**config.mk**
```make
export PLATFORM = sky130hd
export DESIGN_NAME = vid_regs_top
export DESIGN_NICKNAME = d
export VERILOG_FILES = /design/src/verilog/vid_regs_pkg.sv /design/src/verilog/vid_bus_if.sv /design/src/verilog/host_bus_bridge.sv /design/src/verilog/fixed_reg_bank.sv /design/src/verilog/board_config.sv /design/src/verilog/board_reg_bank.sv /design/src/verilog/vid_regs_top.sv
export VERILOG_INCLUDE_DIRS = /design/src /design/src/verilog
export SDC_FILE = /design/constraint.sdc
export NUM_CORES = 2
export LEC_CHECK = 0
export ABC_AREA = 1
export BUFFER_PORTS_ARGS = -buffer_cell sky130_fd_sc_hd__clkbuf_2
export CORE_MARGIN = 2
export CORE_UTILIZATION = 41
export DETAILED_ROUTE_END_ITERATION = 10
export GPL_TIMING_DRIVEN = 0
export PLACE_DENSITY = 0.72
export SLEW_MARGIN = 20
export SYNTH_ARGS = -nofsm -noshare
export SYNTH_HDL_FRONTEND = slang
export SYNTH_HIERARCHICAL = 1
export SYNTH_SLANG_ARGS = --single-unit
```
**constraint.sdc**
```tcl
create_clock -name clk -period 14.43 [get_ports clk]
set_input_delay 0.7215 -clock clk [delete_from_list [all_inputs] [get_ports clk]]
set_output_delay 0.7215 -clock clk [all_outputs]
set_load 0.05 [all_outputs]
```
**src/verilog/vid_regs_defines.svh**
```systemverilog
// video register front end
// shared widths, configuration length and register reset values

`ifndef VID_REGS_DEFINES_SVH
`define VID_REGS_DEFINES_SVH

// data word width of both register banks
`define VR_WORD_W 16

// register word address within a bank
`define VR_ADDR_W 5

// length of the board configuration stream in bytes
`define VR_CFG_BYTES 21

// priority words come up with every layer masked
`define VR_PRIO_RESET 16'hffff

// all six palette pages copied after reset
`define VR_PAL_PAGE_RESET 6'h3f

`endif

```
**src/verilog/vid_regs_pkg.sv**
```systemverilog
// video register front end
// common vector types and the bridge state encoding

`include "vid_regs_defines.svh"

package vid_regs_pkg;

    // one register or data word
    typedef logic [`VR_WORD_W-1:0] word_t;

    // word address inside a bank
    typedef logic [`VR_ADDR_W-1:0] reg_addr_t;

    // one byte of the configuration stream
    typedef logic [7:0] cfg_byte_t;

    // byte lanes, active low, bit 1 is the upper byte
    typedef logic [1:0] lane_t;

    // host bridge FSM
    typedef enum logic [1:0] {
        IDLE    = 2'd0,
        ACCESS  = 2'd1,
        RESPOND = 2'd2
    } bridge_state_t;

endpackage

```
**src/verilog/vid_bus_if.sv**
```systemverilog
// video register front end
// internal chip-select bus from the host bridge to the two register banks

`timescale 1ns/1ps

interface vid_bus_if;

    // one-cycle chip selects, never both high
    logic                      sel_fixed;
    logic                      sel_board;
    vid_regs_pkg::reg_addr_t   addr;
    vid_regs_pkg::lane_t       lanes;
    vid_regs_pkg::word_t       wdata;
    logic                      write;
    // registered read data from the board bank
    vid_regs_pkg::word_t       rdata;

    modport bridge (
        output sel_fixed, sel_board, addr, lanes, wdata, write,
        input  rdata
    );

    modport fixed_bank (
        input sel_fixed, addr, lanes, wdata, write
    );

    modport board_bank (
        input  sel_board, addr, lanes, wdata, write,
        output rdata
    );

endinterface

```
**src/verilog/host_bus_bridge.sv**
```systemverilog
// host bus bridge
// accepts one valid/ready request at a time, runs a single chip-select
// cycle on the internal bus and returns the response under back-pressure

`timescale 1ns/1ps

module host_bus_bridge (
    input  logic                    clk,
    input  logic                    reg_rst,
    input  logic                    req_valid,
    output logic                    req_ready,
    input  logic                    req_write,
    input  logic                    req_bank,
    input  vid_regs_pkg::reg_addr_t req_addr,
    input  logic [1:0]              req_be,
    input  vid_regs_pkg::word_t     req_wdata,
    output logic                    rsp_valid,
    input  logic                    rsp_ready,
    output vid_regs_pkg::word_t     rsp_rdata,
    vid_bus_if.bridge               bus
);

    vid_regs_pkg::bridge_state_t state;
    logic bank_q;
    logic write_q;

    always_ff @(posedge clk or posedge reg_rst) begin
        if (reg_rst) begin
            state   <= vid_regs_pkg::IDLE;
            bank_q  <= 1'b0;
            write_q <= 1'b0;
        end else begin
            case (state)
                vid_regs_pkg::IDLE: begin
                    if (req_valid) begin
                        bank_q  <= req_bank;
                        write_q <= req_write;
                        state   <= vid_regs_pkg::ACCESS;
                    end
                end
                vid_regs_pkg::ACCESS:
                    state <= vid_regs_pkg::RESPOND;
                vid_regs_pkg::RESPOND: begin
                    if (rsp_ready)
                        state <= vid_regs_pkg::IDLE;
                end
                default:
                    state <= vid_regs_pkg::IDLE;
            endcase
        end
    end

    // request payload, only sampled on acceptance
    always_ff @(posedge clk) begin
        if (req_valid && req_ready) begin
            bus.addr  <= req_addr;
            bus.lanes <= ~req_be;
            bus.wdata <= req_wdata;
        end
    end

    assign req_ready     = (state == vid_regs_pkg::IDLE);
    assign rsp_valid     = (state == vid_regs_pkg::RESPOND);
    assign bus.write     = write_q;
    assign bus.sel_fixed = (state == vid_regs_pkg::ACCESS) && !bank_q;
    assign bus.sel_board = (state == vid_regs_pkg::ACCESS) && bank_q;

    // board read register only changes on the next select, so it holds
    // for the whole response; fixed reads and writes return all ones
    assign rsp_rdata = (bank_q && !write_q) ? bus.rdata : '1;

    a_one_select: assert property (@(posedge clk) disable iff (reg_rst)
        !(bus.sel_fixed && bus.sel_board));

    a_rsp_hold: assert property (@(posedge clk) disable iff (reg_rst)
        rsp_valid && !rsp_ready |=> rsp_valid && $stable(rsp_rdata));

endmodule

```
**src/verilog/fixed_reg_bank.sv**
```systemverilog
// fixed-address register bank
// scroll, star field, VRAM bases, palette base and video control,
// byte-lane writes and the palette copy pulse

`timescale 1ns/1ps

module fixed_reg_bank (
    input  logic                clk,
    input  logic                reg_rst,
    vid_bus_if.fixed_bank       bus,
    output vid_regs_pkg::word_t ppu_ctrl,
    output vid_regs_pkg::word_t hpos1,
    output vid_regs_pkg::word_t hpos2,
    output vid_regs_pkg::word_t hpos3,
    output vid_regs_pkg::word_t vpos1,
    output vid_regs_pkg::word_t vpos2,
    output vid_regs_pkg::word_t vpos3,
    output vid_regs_pkg::word_t hstar1,
    output vid_regs_pkg::word_t hstar2,
    output vid_regs_pkg::word_t vstar1,
    output vid_regs_pkg::word_t vstar2,
    output vid_regs_pkg::word_t vram1_base,
    output vid_regs_pkg::word_t vram2_base,
    output vid_regs_pkg::word_t vram3_base,
    output vid_regs_pkg::word_t vram_obj_base,
    output vid_regs_pkg::word_t vram_row_base,
    output vid_regs_pkg::word_t vram_star_base,
    output vid_regs_pkg::word_t pal_base,
    output logic                pal_copy
);

    // word addresses 0x00 to 0x11
    localparam int N_REGS  = 18;
    localparam int PAL_IDX = 5;

    vid_regs_pkg::word_t regs_q [N_REGS];
    logic pre_copy;

    // keep the old byte where the lane is disabled
    function automatic vid_regs_pkg::word_t lane_merge(
        input vid_regs_pkg::word_t old_w,
        input vid_regs_pkg::word_t new_w,
        input vid_regs_pkg::lane_t lanes
    );
        lane_merge[15:8] = lanes[1] ? old_w[15:8] : new_w[15:8];
        lane_merge[7:0]  = lanes[0] ? old_w[7:0]  : new_w[7:0];
    endfunction

    always_ff @(posedge clk or posedge reg_rst) begin
        if (reg_rst) begin
            for (int i = 0; i < N_REGS; i++)
                regs_q[i] <= '0;
            pre_copy <= 1'b0;
            pal_copy <= 1'b0;
        end else begin
            // copy waits until the select has dropped so pal_base is settled
            pal_copy <= pre_copy && !bus.sel_fixed;
            if (pre_copy && !bus.sel_fixed)
                pre_copy <= 1'b0;
            if (bus.sel_fixed && bus.write && bus.addr < N_REGS) begin
                regs_q[bus.addr] <= lane_merge(regs_q[bus.addr], bus.wdata, bus.lanes);
                if (bus.addr == PAL_IDX)
                    pre_copy <= 1'b1;
            end
        end
    end

    // chip register order
    assign vram_obj_base  = regs_q[0];
    assign vram1_base     = regs_q[1];
    assign vram2_base     = regs_q[2];
    assign vram3_base     = regs_q[3];
    assign vram_row_base  = regs_q[4];
    assign pal_base       = regs_q[PAL_IDX];
    assign hpos1          = regs_q[6];
    assign vpos1          = regs_q[7];
    assign hpos2          = regs_q[8];
    assign vpos2          = regs_q[9];
    assign hpos3          = regs_q[10];
    assign vpos3          = regs_q[11];
    assign hstar1         = regs_q[12];
    assign vstar1         = regs_q[13];
    assign hstar2         = regs_q[14];
    assign vstar2         = regs_q[15];
    assign vram_star_base = regs_q[16];
    assign ppu_ctrl       = regs_q[17];

    a_copy_single: assert property (@(posedge clk) disable iff (reg_rst)
        pal_copy |=> !pal_copy);

endmodule

```
**src/verilog/board_config.sv**
```systemverilog
// board configuration
// byte-wide shift register loaded at start-up, decoded into the board
// register address map, layer masks, game code and ROM bank fields

`timescale 1ns/1ps
`include "vid_regs_defines.svh"

module board_config (
    input  logic                      clk,
    input  logic                      cfg_we,
    input  vid_regs_pkg::cfg_byte_t   cfg_data,
    output vid_regs_pkg::reg_addr_t   addr_id,
    output vid_regs_pkg::reg_addr_t   addr_mult1,
    output vid_regs_pkg::reg_addr_t   addr_mult2,
    output vid_regs_pkg::reg_addr_t   addr_rslt0,
    output vid_regs_pkg::reg_addr_t   addr_rslt1,
    output vid_regs_pkg::reg_addr_t   addr_layer,
    output vid_regs_pkg::reg_addr_t   addr_prio0,
    output vid_regs_pkg::reg_addr_t   addr_prio1,
    output vid_regs_pkg::reg_addr_t   addr_prio2,
    output vid_regs_pkg::reg_addr_t   addr_prio3,
    output vid_regs_pkg::reg_addr_t   addr_pal_page,
    output vid_regs_pkg::cfg_byte_t   board_id,
    output vid_regs_pkg::cfg_byte_t   layer_mask0,
    output vid_regs_pkg::cfg_byte_t   layer_mask1,
    output vid_regs_pkg::cfg_byte_t   layer_mask2,
    output vid_regs_pkg::cfg_byte_t   layer_mask3,
    output vid_regs_pkg::cfg_byte_t   layer_mask4,
    output logic [5:0]                game,
    output vid_regs_pkg::word_t       bank_offset,
    output vid_regs_pkg::word_t       bank_mask
);

    vid_regs_pkg::cfg_byte_t sr [`VR_CFG_BYTES];

    // last byte in lands at index 0
    always_ff @(posedge clk) begin
        if (cfg_we) begin
            sr[0] <= cfg_data;
            for (int i = 1; i < `VR_CFG_BYTES; i++)
                sr[i] <= sr[i-1];
        end
    end

    // byte addresses halved to word addresses
    assign addr_id       = sr[0][5:1];
    assign addr_mult1    = sr[2][5:1];
    assign addr_mult2    = sr[3][5:1];
    assign addr_rslt0    = sr[4][5:1];
    assign addr_rslt1    = sr[5][5:1];
    assign addr_layer    = sr[6][5:1];
    assign addr_prio0    = sr[7][5:1];
    assign addr_prio1    = sr[8][5:1];
    assign addr_prio2    = sr[9][5:1];
    assign addr_prio3    = sr[10][5:1];
    assign addr_pal_page = sr[11][5:1];
    assign board_id      = sr[1];

    assign layer_mask0 = sr[12];
    assign layer_mask1 = sr[13];
    assign layer_mask2 = sr[14];
    assign layer_mask3 = sr[15];
    // layer 4 shares the layer 3 mask
    assign layer_mask4 = sr[15];

    assign game        = sr[16][5:0];
    assign bank_offset = {sr[18], sr[17]};
    assign bank_mask   = {sr[20], sr[19]};

endmodule

```
**src/verilog/board_reg_bank.sv**
```systemverilog
// configurable-address register bank
// multiplier, board ID readback, layer control, priorities and palette
// page enable at addresses taken from the board configuration

`timescale 1ns/1ps
`include "vid_regs_defines.svh"

module board_reg_bank (
    input  logic                    clk,
    input  logic                    reg_rst,
    vid_bus_if.board_bank           bus,
    input  vid_regs_pkg::reg_addr_t addr_id,
    input  vid_regs_pkg::reg_addr_t addr_mult1,
    input  vid_regs_pkg::reg_addr_t addr_mult2,
    input  vid_regs_pkg::reg_addr_t addr_rslt0,
    input  vid_regs_pkg::reg_addr_t addr_rslt1,
    input  vid_regs_pkg::reg_addr_t addr_layer,
    input  vid_regs_pkg::reg_addr_t addr_prio0,
    input  vid_regs_pkg::reg_addr_t addr_prio1,
    input  vid_regs_pkg::reg_addr_t addr_prio2,
    input  vid_regs_pkg::reg_addr_t addr_prio3,
    input  vid_regs_pkg::reg_addr_t addr_pal_page,
    input  vid_regs_pkg::cfg_byte_t board_id,
    output vid_regs_pkg::word_t     layer_ctrl,
    output vid_regs_pkg::word_t     prio0,
    output vid_regs_pkg::word_t     prio1,
    output vid_regs_pkg::word_t     prio2,
    output vid_regs_pkg::word_t     prio3,
    output logic [5:0]              pal_page_en
);

    vid_regs_pkg::word_t mult1;
    vid_regs_pkg::word_t mult2;
    vid_regs_pkg::word_t rslt0;
    vid_regs_pkg::word_t rslt1;
    vid_regs_pkg::word_t rd_mux;
    logic [10:0] hit;
    logic        grp_a;
    logic        grp_b;
    logic        wr_full;

    assign hit = {
        bus.addr == addr_pal_page,
        bus.addr == addr_prio3,
        bus.addr == addr_prio2,
        bus.addr == addr_prio1,
        bus.addr == addr_prio0,
        bus.addr == addr_layer,
        bus.addr == addr_rslt1,
        bus.addr == addr_rslt0,
        bus.addr == addr_mult2,
        bus.addr == addr_mult1,
        bus.addr == addr_id
    };

    // two readback groups, as on the chip
    assign grp_a = |hit[5:0];
    assign grp_b = |hit[10:6];

    // only full word writes land here
    assign wr_full = bus.sel_board && bus.write && (bus.lanes == 2'b00);

    always_comb begin
        rd_mux = '1;
        if (!(&bus.addr)) begin
            if (hit[0])
                rd_mux = {4'd0, board_id[7:4], 4'd0, board_id[3:0]};
            else if (hit[1])
                rd_mux = mult1;
            else if (hit[2])
                rd_mux = mult2;
            else if (hit[3])
                rd_mux = rslt0;
            else if (hit[4])
                rd_mux = rslt1;
            else if (hit[5])
                rd_mux = layer_ctrl;
            else if (hit[6])
                rd_mux = prio0;
            else if (hit[7])
                rd_mux = prio1;
            else if (hit[8])
                rd_mux = prio2;
            else if (hit[9])
                rd_mux = prio3;
            else if (hit[10])
                rd_mux = {10'd0, pal_page_en};
        end
    end

    always_ff @(posedge clk or posedge reg_rst) begin
        if (reg_rst) begin
            mult1       <= '0;
            mult2       <= '0;
            rslt0       <= '0;
            rslt1       <= '0;
            layer_ctrl  <= '0;
            prio0       <= `VR_PRIO_RESET;
            prio1       <= `VR_PRIO_RESET;
            prio2       <= `VR_PRIO_RESET;
            prio3       <= `VR_PRIO_RESET;
            pal_page_en <= `VR_PAL_PAGE_RESET;
            bus.rdata   <= '1;
        end else begin
            // product follows the operands one cycle later
            {rslt1, rslt0} <= mult1 * mult2;
            if (bus.sel_board && !bus.write)
                bus.rdata <= rd_mux;
            if (wr_full) begin
                if (hit[1])
                    mult1 <= bus.wdata;
                if (hit[2])
                    mult2 <= bus.wdata;
                if (hit[5])
                    layer_ctrl <= bus.wdata;
                if (hit[6])
                    prio0 <= bus.wdata;
                if (hit[7])
                    prio1 <= bus.wdata;
                if (hit[8])
                    prio2 <= bus.wdata;
                if (hit[9])
                    prio3 <= bus.wdata;
                if (hit[10])
                    pal_page_en <= bus.wdata[5:0];
            end
        end
    end

    a_one_group: assert property (@(posedge clk) disable iff (reg_rst)
        bus.sel_board && !bus.write && !(&bus.addr) |-> !(grp_a && grp_b));

endmodule

```
**src/verilog/vid_regs_top.sv**
```systemverilog
// video register front end, top level
// host bridge, fixed bank, configurable bank and board configuration

`timescale 1ns/1ps

module vid_regs_top (
    input  logic                    clk,
    input  logic                    reg_rst,
    input  logic                    vid_rst_n,
    // host request
    input  logic                    req_valid,
    output logic                    req_ready,
    input  logic                    req_write,
    input  logic                    req_bank,
    input  vid_regs_pkg::reg_addr_t req_addr,
    input  logic [1:0]              req_be,
    input  vid_regs_pkg::word_t     req_wdata,
    // host response
    output logic                    rsp_valid,
    input  logic                    rsp_ready,
    output vid_regs_pkg::word_t     rsp_rdata,
    // configuration stream
    input  logic                    cfg_we,
    input  vid_regs_pkg::cfg_byte_t cfg_data,
    // fixed bank
    output vid_regs_pkg::word_t     ppu_ctrl,
    output vid_regs_pkg::word_t     hpos1,
    output vid_regs_pkg::word_t     hpos2,
    output vid_regs_pkg::word_t     hpos3,
    output vid_regs_pkg::word_t     vpos1,
    output vid_regs_pkg::word_t     vpos2,
    output vid_regs_pkg::word_t     vpos3,
    output vid_regs_pkg::word_t     hstar1,
    output vid_regs_pkg::word_t     hstar2,
    output vid_regs_pkg::word_t     vstar1,
    output vid_regs_pkg::word_t     vstar2,
    output vid_regs_pkg::word_t     vram1_base,
    output vid_regs_pkg::word_t     vram2_base,
    output vid_regs_pkg::word_t     vram3_base,
    output vid_regs_pkg::word_t     vram_obj_base,
    output vid_regs_pkg::word_t     vram_row_base,
    output vid_regs_pkg::word_t     vram_star_base,
    output vid_regs_pkg::word_t     pal_base,
    output logic                    pal_copy,
    // board bank and configuration
    output vid_regs_pkg::word_t     layer_ctrl,
    output vid_regs_pkg::word_t     prio0,
    output vid_regs_pkg::word_t     prio1,
    output vid_regs_pkg::word_t     prio2,
    output vid_regs_pkg::word_t     prio3,
    output logic [5:0]              pal_page_en,
    output vid_regs_pkg::cfg_byte_t layer_mask0,
    output vid_regs_pkg::cfg_byte_t layer_mask1,
    output vid_regs_pkg::cfg_byte_t layer_mask2,
    output vid_regs_pkg::cfg_byte_t layer_mask3,
    output vid_regs_pkg::cfg_byte_t layer_mask4,
    output logic [5:0]              game,
    output vid_regs_pkg::word_t     bank_offset,
    output vid_regs_pkg::word_t     bank_mask
);

    vid_regs_pkg::reg_addr_t addr_id, addr_mult1, addr_mult2, addr_rslt0;
    vid_regs_pkg::reg_addr_t addr_rslt1, addr_layer, addr_prio0, addr_prio1;
    vid_regs_pkg::reg_addr_t addr_prio2, addr_prio3, addr_pal_page;
    vid_regs_pkg::cfg_byte_t board_id;
    logic bank_rst;

    // video soft reset clears the banks but keeps the configuration
    assign bank_rst = reg_rst | ~vid_rst_n;

    vid_bus_if bus ();

    host_bus_bridge u_bridge (
        .clk, .reg_rst, .req_valid, .req_ready, .req_write, .req_bank,
        .req_addr, .req_be, .req_wdata, .rsp_valid, .rsp_ready, .rsp_rdata,
        .bus (bus.bridge)
    );

    fixed_reg_bank u_fixed (
        .clk, .reg_rst (bank_rst), .bus (bus.fixed_bank),
        .ppu_ctrl, .hpos1, .hpos2, .hpos3, .vpos1, .vpos2, .vpos3,
        .hstar1, .hstar2, .vstar1, .vstar2,
        .vram1_base, .vram2_base, .vram3_base, .vram_obj_base,
        .vram_row_base, .vram_star_base, .pal_base, .pal_copy
    );

    board_config u_cfg (
        .clk, .cfg_we, .cfg_data,
        .addr_id, .addr_mult1, .addr_mult2, .addr_rslt0, .addr_rslt1,
        .addr_layer, .addr_prio0, .addr_prio1, .addr_prio2, .addr_prio3,
        .addr_pal_page, .board_id,
        .layer_mask0, .layer_mask1, .layer_mask2, .layer_mask3, .layer_mask4,
        .game, .bank_offset, .bank_mask
    );

    board_reg_bank u_board (
        .clk, .reg_rst (bank_rst), .bus (bus.board_bank),
        .addr_id, .addr_mult1, .addr_mult2, .addr_rslt0, .addr_rslt1,
        .addr_layer, .addr_prio0, .addr_prio1, .addr_prio2, .addr_prio3,
        .addr_pal_page, .board_id,
        .layer_ctrl, .prio0, .prio1, .prio2, .prio3, .pal_page_en
    );

endmodule

```
==> impl_metrics.py <==
metrics = {
    "run_status": {
        "outcome": "complete, no violations",
    },
    "global_route": {
        "grt.total_usage": 0.285,
        "grt_pass1_wl_mm": 209,
        "grt_max_degree": 104,
        "grt-ovfl-total": 0,
        "antenna_found_initial": 2,
        "grt_pass1_vias": 32600,
    },
    "clocking": {
        "numCtsBuffers": 66,
        "clkLatencyLatePin_ps": 640,
        "cts_root_buf": "clkbuf_16",
        "clock_tree.buffer_depth": 3,
        "post-cts-setup-buffer-count": 0,
        "cts_resized": 0,
        "clock_sinks": 651,
        "cts_tree": "built",
        "path_clk_slew_ps": 60,
        "htree_levels": 3,
    },
    "logic_synthesis": {
        "syn_nets": 4974,
        "syn_area_mm2": 0.0389,
        "synth_xor_area_frac": 0.0128,
        "synth_mux_area_frac": 0,
        "synth-compound-area-share": 0.0458,
        "yosysWarnings": 6,
        "ys_async_sr_fraction": 0.707,
        "synth.distinct_cells": 51,
        "ys_seq_elements": 651,
        "syn_inst": 4637,
        "synth_edf_count": 191,
        "synthFlopType": "dfrtp_1",
        "yosysSeqAreaShare": 0.446,
        "synth_simple_gate_area_frac": 0.256,
        "synth_area_per_cell_um2": 8.39,
        "synth_top_family_by_area": "simple AND/OR/NAND/NOR gates",
        "synth-adder-area-share": 0.133,
    },
    "power": {
        "ir_drop_uv": 82.5,
        "seq_power_share": 0.413,
        "clockPowerShare": 0.323,
        "swShare": 0.368,
        "p_sw_w": 0.00196,
        "power.density_mw_per_mm2": 117,
        "p_int_w": 0.00336,
        "combPwrFrac": 0.263,
        "power.leakage_nw": 24.5,
    },
    "cells_and_area": {
        "syn_to_final_growth_pct": 16.5,
        "drive_above_1_share": 0.205,
        "largest_reg_flops": 168,
        "top_register": "u_cfg/sr",
        "final_cell_mix": "1799 x nand2_1, 508 x clkbuf_2, 449 x inv_1, 374 x dfrtp_1, 323 x nand3_1",
        "nets": 5557,
        "final_common_cell": "nand2_1",
    },
    "timing": {
        "tns_ps": 0,
        "tightestPinTransition_ps": 1080,
        "max_freq_ghz": 0.135,
        "whs_ps": 273,
        "layout_min_cycle_time_ps": 7380,
        "setup-violations-final": 0,
        "fin_skew_ps": 27.0,
        "maxSlewHeadroom": 0.276,
        "finalHoldViolations": 0,
        "drv_slew": 0,
        "finalCritPeriodShare": 0.512,
        "rsz0062_at_grt": "no",
    },
    "hold_path": {
        "hp-class": "primary input to flop",
    },
    "placement": {
        "placement.io_buffers": 509,
        "globalplace.congestion": 0.989,
        "hpwl_mm": 110,
    },
    "detailed_routing": {
        "drtIter0Drc": 3970,
        "drt_first_pass_iters": 6,
        "vias_per_cell": 5.25,
        "vias": 34300,
        "drc": 0,
        "drtAntennaViolNets": 0,
        "wirelength_mm": 141,
        "wire_per_inst_um": 21.6,
    },
    "setup_path": {
        "worstSetupPathType": "flop to flop",
        "worstPathArrival_ps": 7880,
        "start_kind": "flop",
        "cp-end-kind": "flop",
        "required_ps": 14930,
        "critPathMaxFanout": 10,
    },
    "floorplan": {
        "io_pins": 510,
        "core_mm2": 0.0936,
        "die-area_mm2": 0.0973,
        "core.rowCount": 112,
        "die_w_um": 312,
        "fp.dieH_um": 312,
        "initial_utilization": 0.415,
    },
    "flow_run": {
        "drv_cap": 0,
    },
}
[per-stage QoR]
| step | setup slack (ps) | cell area [um^2] | util | std cells | total power (W) |
|---|---|---|---|---|---|
| after detailed placement | 7180 | 43200 | 0.461 | 6405 | 0.00360 |
| after global routing | 6710 | 45300 | 0.484 | 6526 | 0.00550 |
| after global placement | 2080 | 43000 | 0.459 | 6400 | 0.00358 |
| after CTS | 7160 | 45300 | 0.484 | 6526 | 0.00531 |
| after floorplan | 5590 | 38900 | - | 4637 | 0.00310 |
| final | 7050 | 45300 | 0.484 | 6530 | 0.00532 |
[kinds of logic after synthesis]
| family | Yosys count |
|---|---|
| AND/OR/NAND/NOR | 2420 |
| buffers and inverters | 879 |
| flip-flops | 651 |
| AO/OA/AOI/OAI | 332 |
| adder cells (fa/ha/maj) | 298 |
| XOR/XNOR | 57 |
[power by group through the flow]
| stage | Clock (W) | Combinational (W) | Sequential, W |
|---|---|---|---|
| 2_1_floorplan | 0 | 0.000676 | 0.00242 |
| 3_3_place_gp | 0 | 0.00136 | 0.00223 |
| 3_5_place_dp | 0 | 0.00137 | 0.00223 |
| 4_1_cts | 0.00174 | 0.00138 | 0.00220 |
| 5_1_grt | 0.00182 | 0.00147 | 0.00221 |
| 6_report | 0.00172 | 0.00140 | 0.00220 |
[what timing repair did]
| action | in CTS | in global routing |
|---|---|---|
| hold buffers | 1 | 0 |
| endpoints found under the setup margin | 0 | 0 |
| hold endpoints to repair | 4 | 0 |
[critical path, cell delays in order, from the launching register on]
cell,delay [ps]
dfrtp_1,330
clkbuf_1,700
clkbuf_1,610
nand2_1,170
fa_1,540
inv_1,50
fa_1,490
inv_1,50
fa_1,530
inv_1,50
fa_1,450
fa_1,490
inv_1,50
fa_1,510
inv_1,60
ha_1,350
a21o_1,220
a21oi_1,120
nand2_1,70
a31oi_1,450
o21bai_1,180
a21oi_1,270
o21ai_0,180
nand2_1,100
inv_1,50
o21ai_0,130
nand2_1,70
[per-layer routing]
layer / GRT usage / wire length, um / vias to the layer above / part of all wire
li1: - / - / 15400 / -
met1: 0.362 / 53300 / 16500 / 0.38
met5: 0 / 7 / - / 0.000050
met4: 0.144 / 8250 / 2 / 0.059
met3: 0.0752 / 15400 / 408 / 0.11
met2: 0.451 / 64100 / 1931 / 0.45
[worst paths after layout]
| path | start | end | slack [ps] | cells after the start |
|---|---|---|---|---|
| setup / recovery | u_board/mult1[6] | u_board/rslt1[13] | 7050 | 26 |
| hold / removal | req_addr[4] | u_bridge/bus.addr[4] | 270 | 1 |
| setup reg to reg | u_board/mult1[6] | u_board/rslt1[13] | 7050 | 26 |
| hold reg to reg | u_cfg/sr[0][23] | u_cfg/sr[0][31] | 410 | 0 |
| max in group asynchronous | reg_rst | u_fixed/vstar1[5] | 11960 | 7 |
| min in group asynchronous | vid_rst_n | u_board/layer_ctrl[12] | 430 | 3 |
[layout make-up]
type | instances | area [um^2]
sequential | 651 | 17400
multi-input combinational | 3107 | 17400
buffer | 393 | 2280
antenna | 4 | 10.0
clock inverter | 22 | 226
timing repair buffer | 515 | 2680
fill | 9015 | 48300
inverter | 486 | 1840
tap | 1254 | 1570
clock buffer | 98 | 1910
[cell usage after synthesis, types with 4 or more instances]
library cell | instances | area [um^2]
xor2_1 | 29 | 254
xnor2_1 | 28 | 245
inv_2 | 32 | 120
dfstp_2 | 86 | 2260
nor3_1 | 7 | 35.0
inv_1 | 452 | 1700
edfxtp_1 | 191 | 5740
nand3_1 | 323 | 1620
buf_6 | 6 | 67.6
nor2_1 | 202 | 758
o21bai_1 | 4 | 30.0
nor3_4 | 7 | 114
or2_2 | 22 | 138
buf_2 | 78 | 390
nand2_1 | 1799 | 6750
o211ai_1 | 13 | 97.6
nand2_2 | 20 | 125
a21o_1 | 7 | 52.6
nor2_4 | 15 | 169
buf_1 | 28 | 105
ha_1 | 104 | 1300
clkbuf_1 | 104 | 390
nor2_2 | 8 | 50.1
o21ai_1 | 27 | 135
fa_1 | 194 | 3880
dfrtp_1 | 374 | 9360
o21ai_0 | 131 | 656
o22ai_1 | 5 | 31.3
buf_4 | 177 | 1330
a21oi_1 | 131 | 656
(Power assumes the default switching activity.)
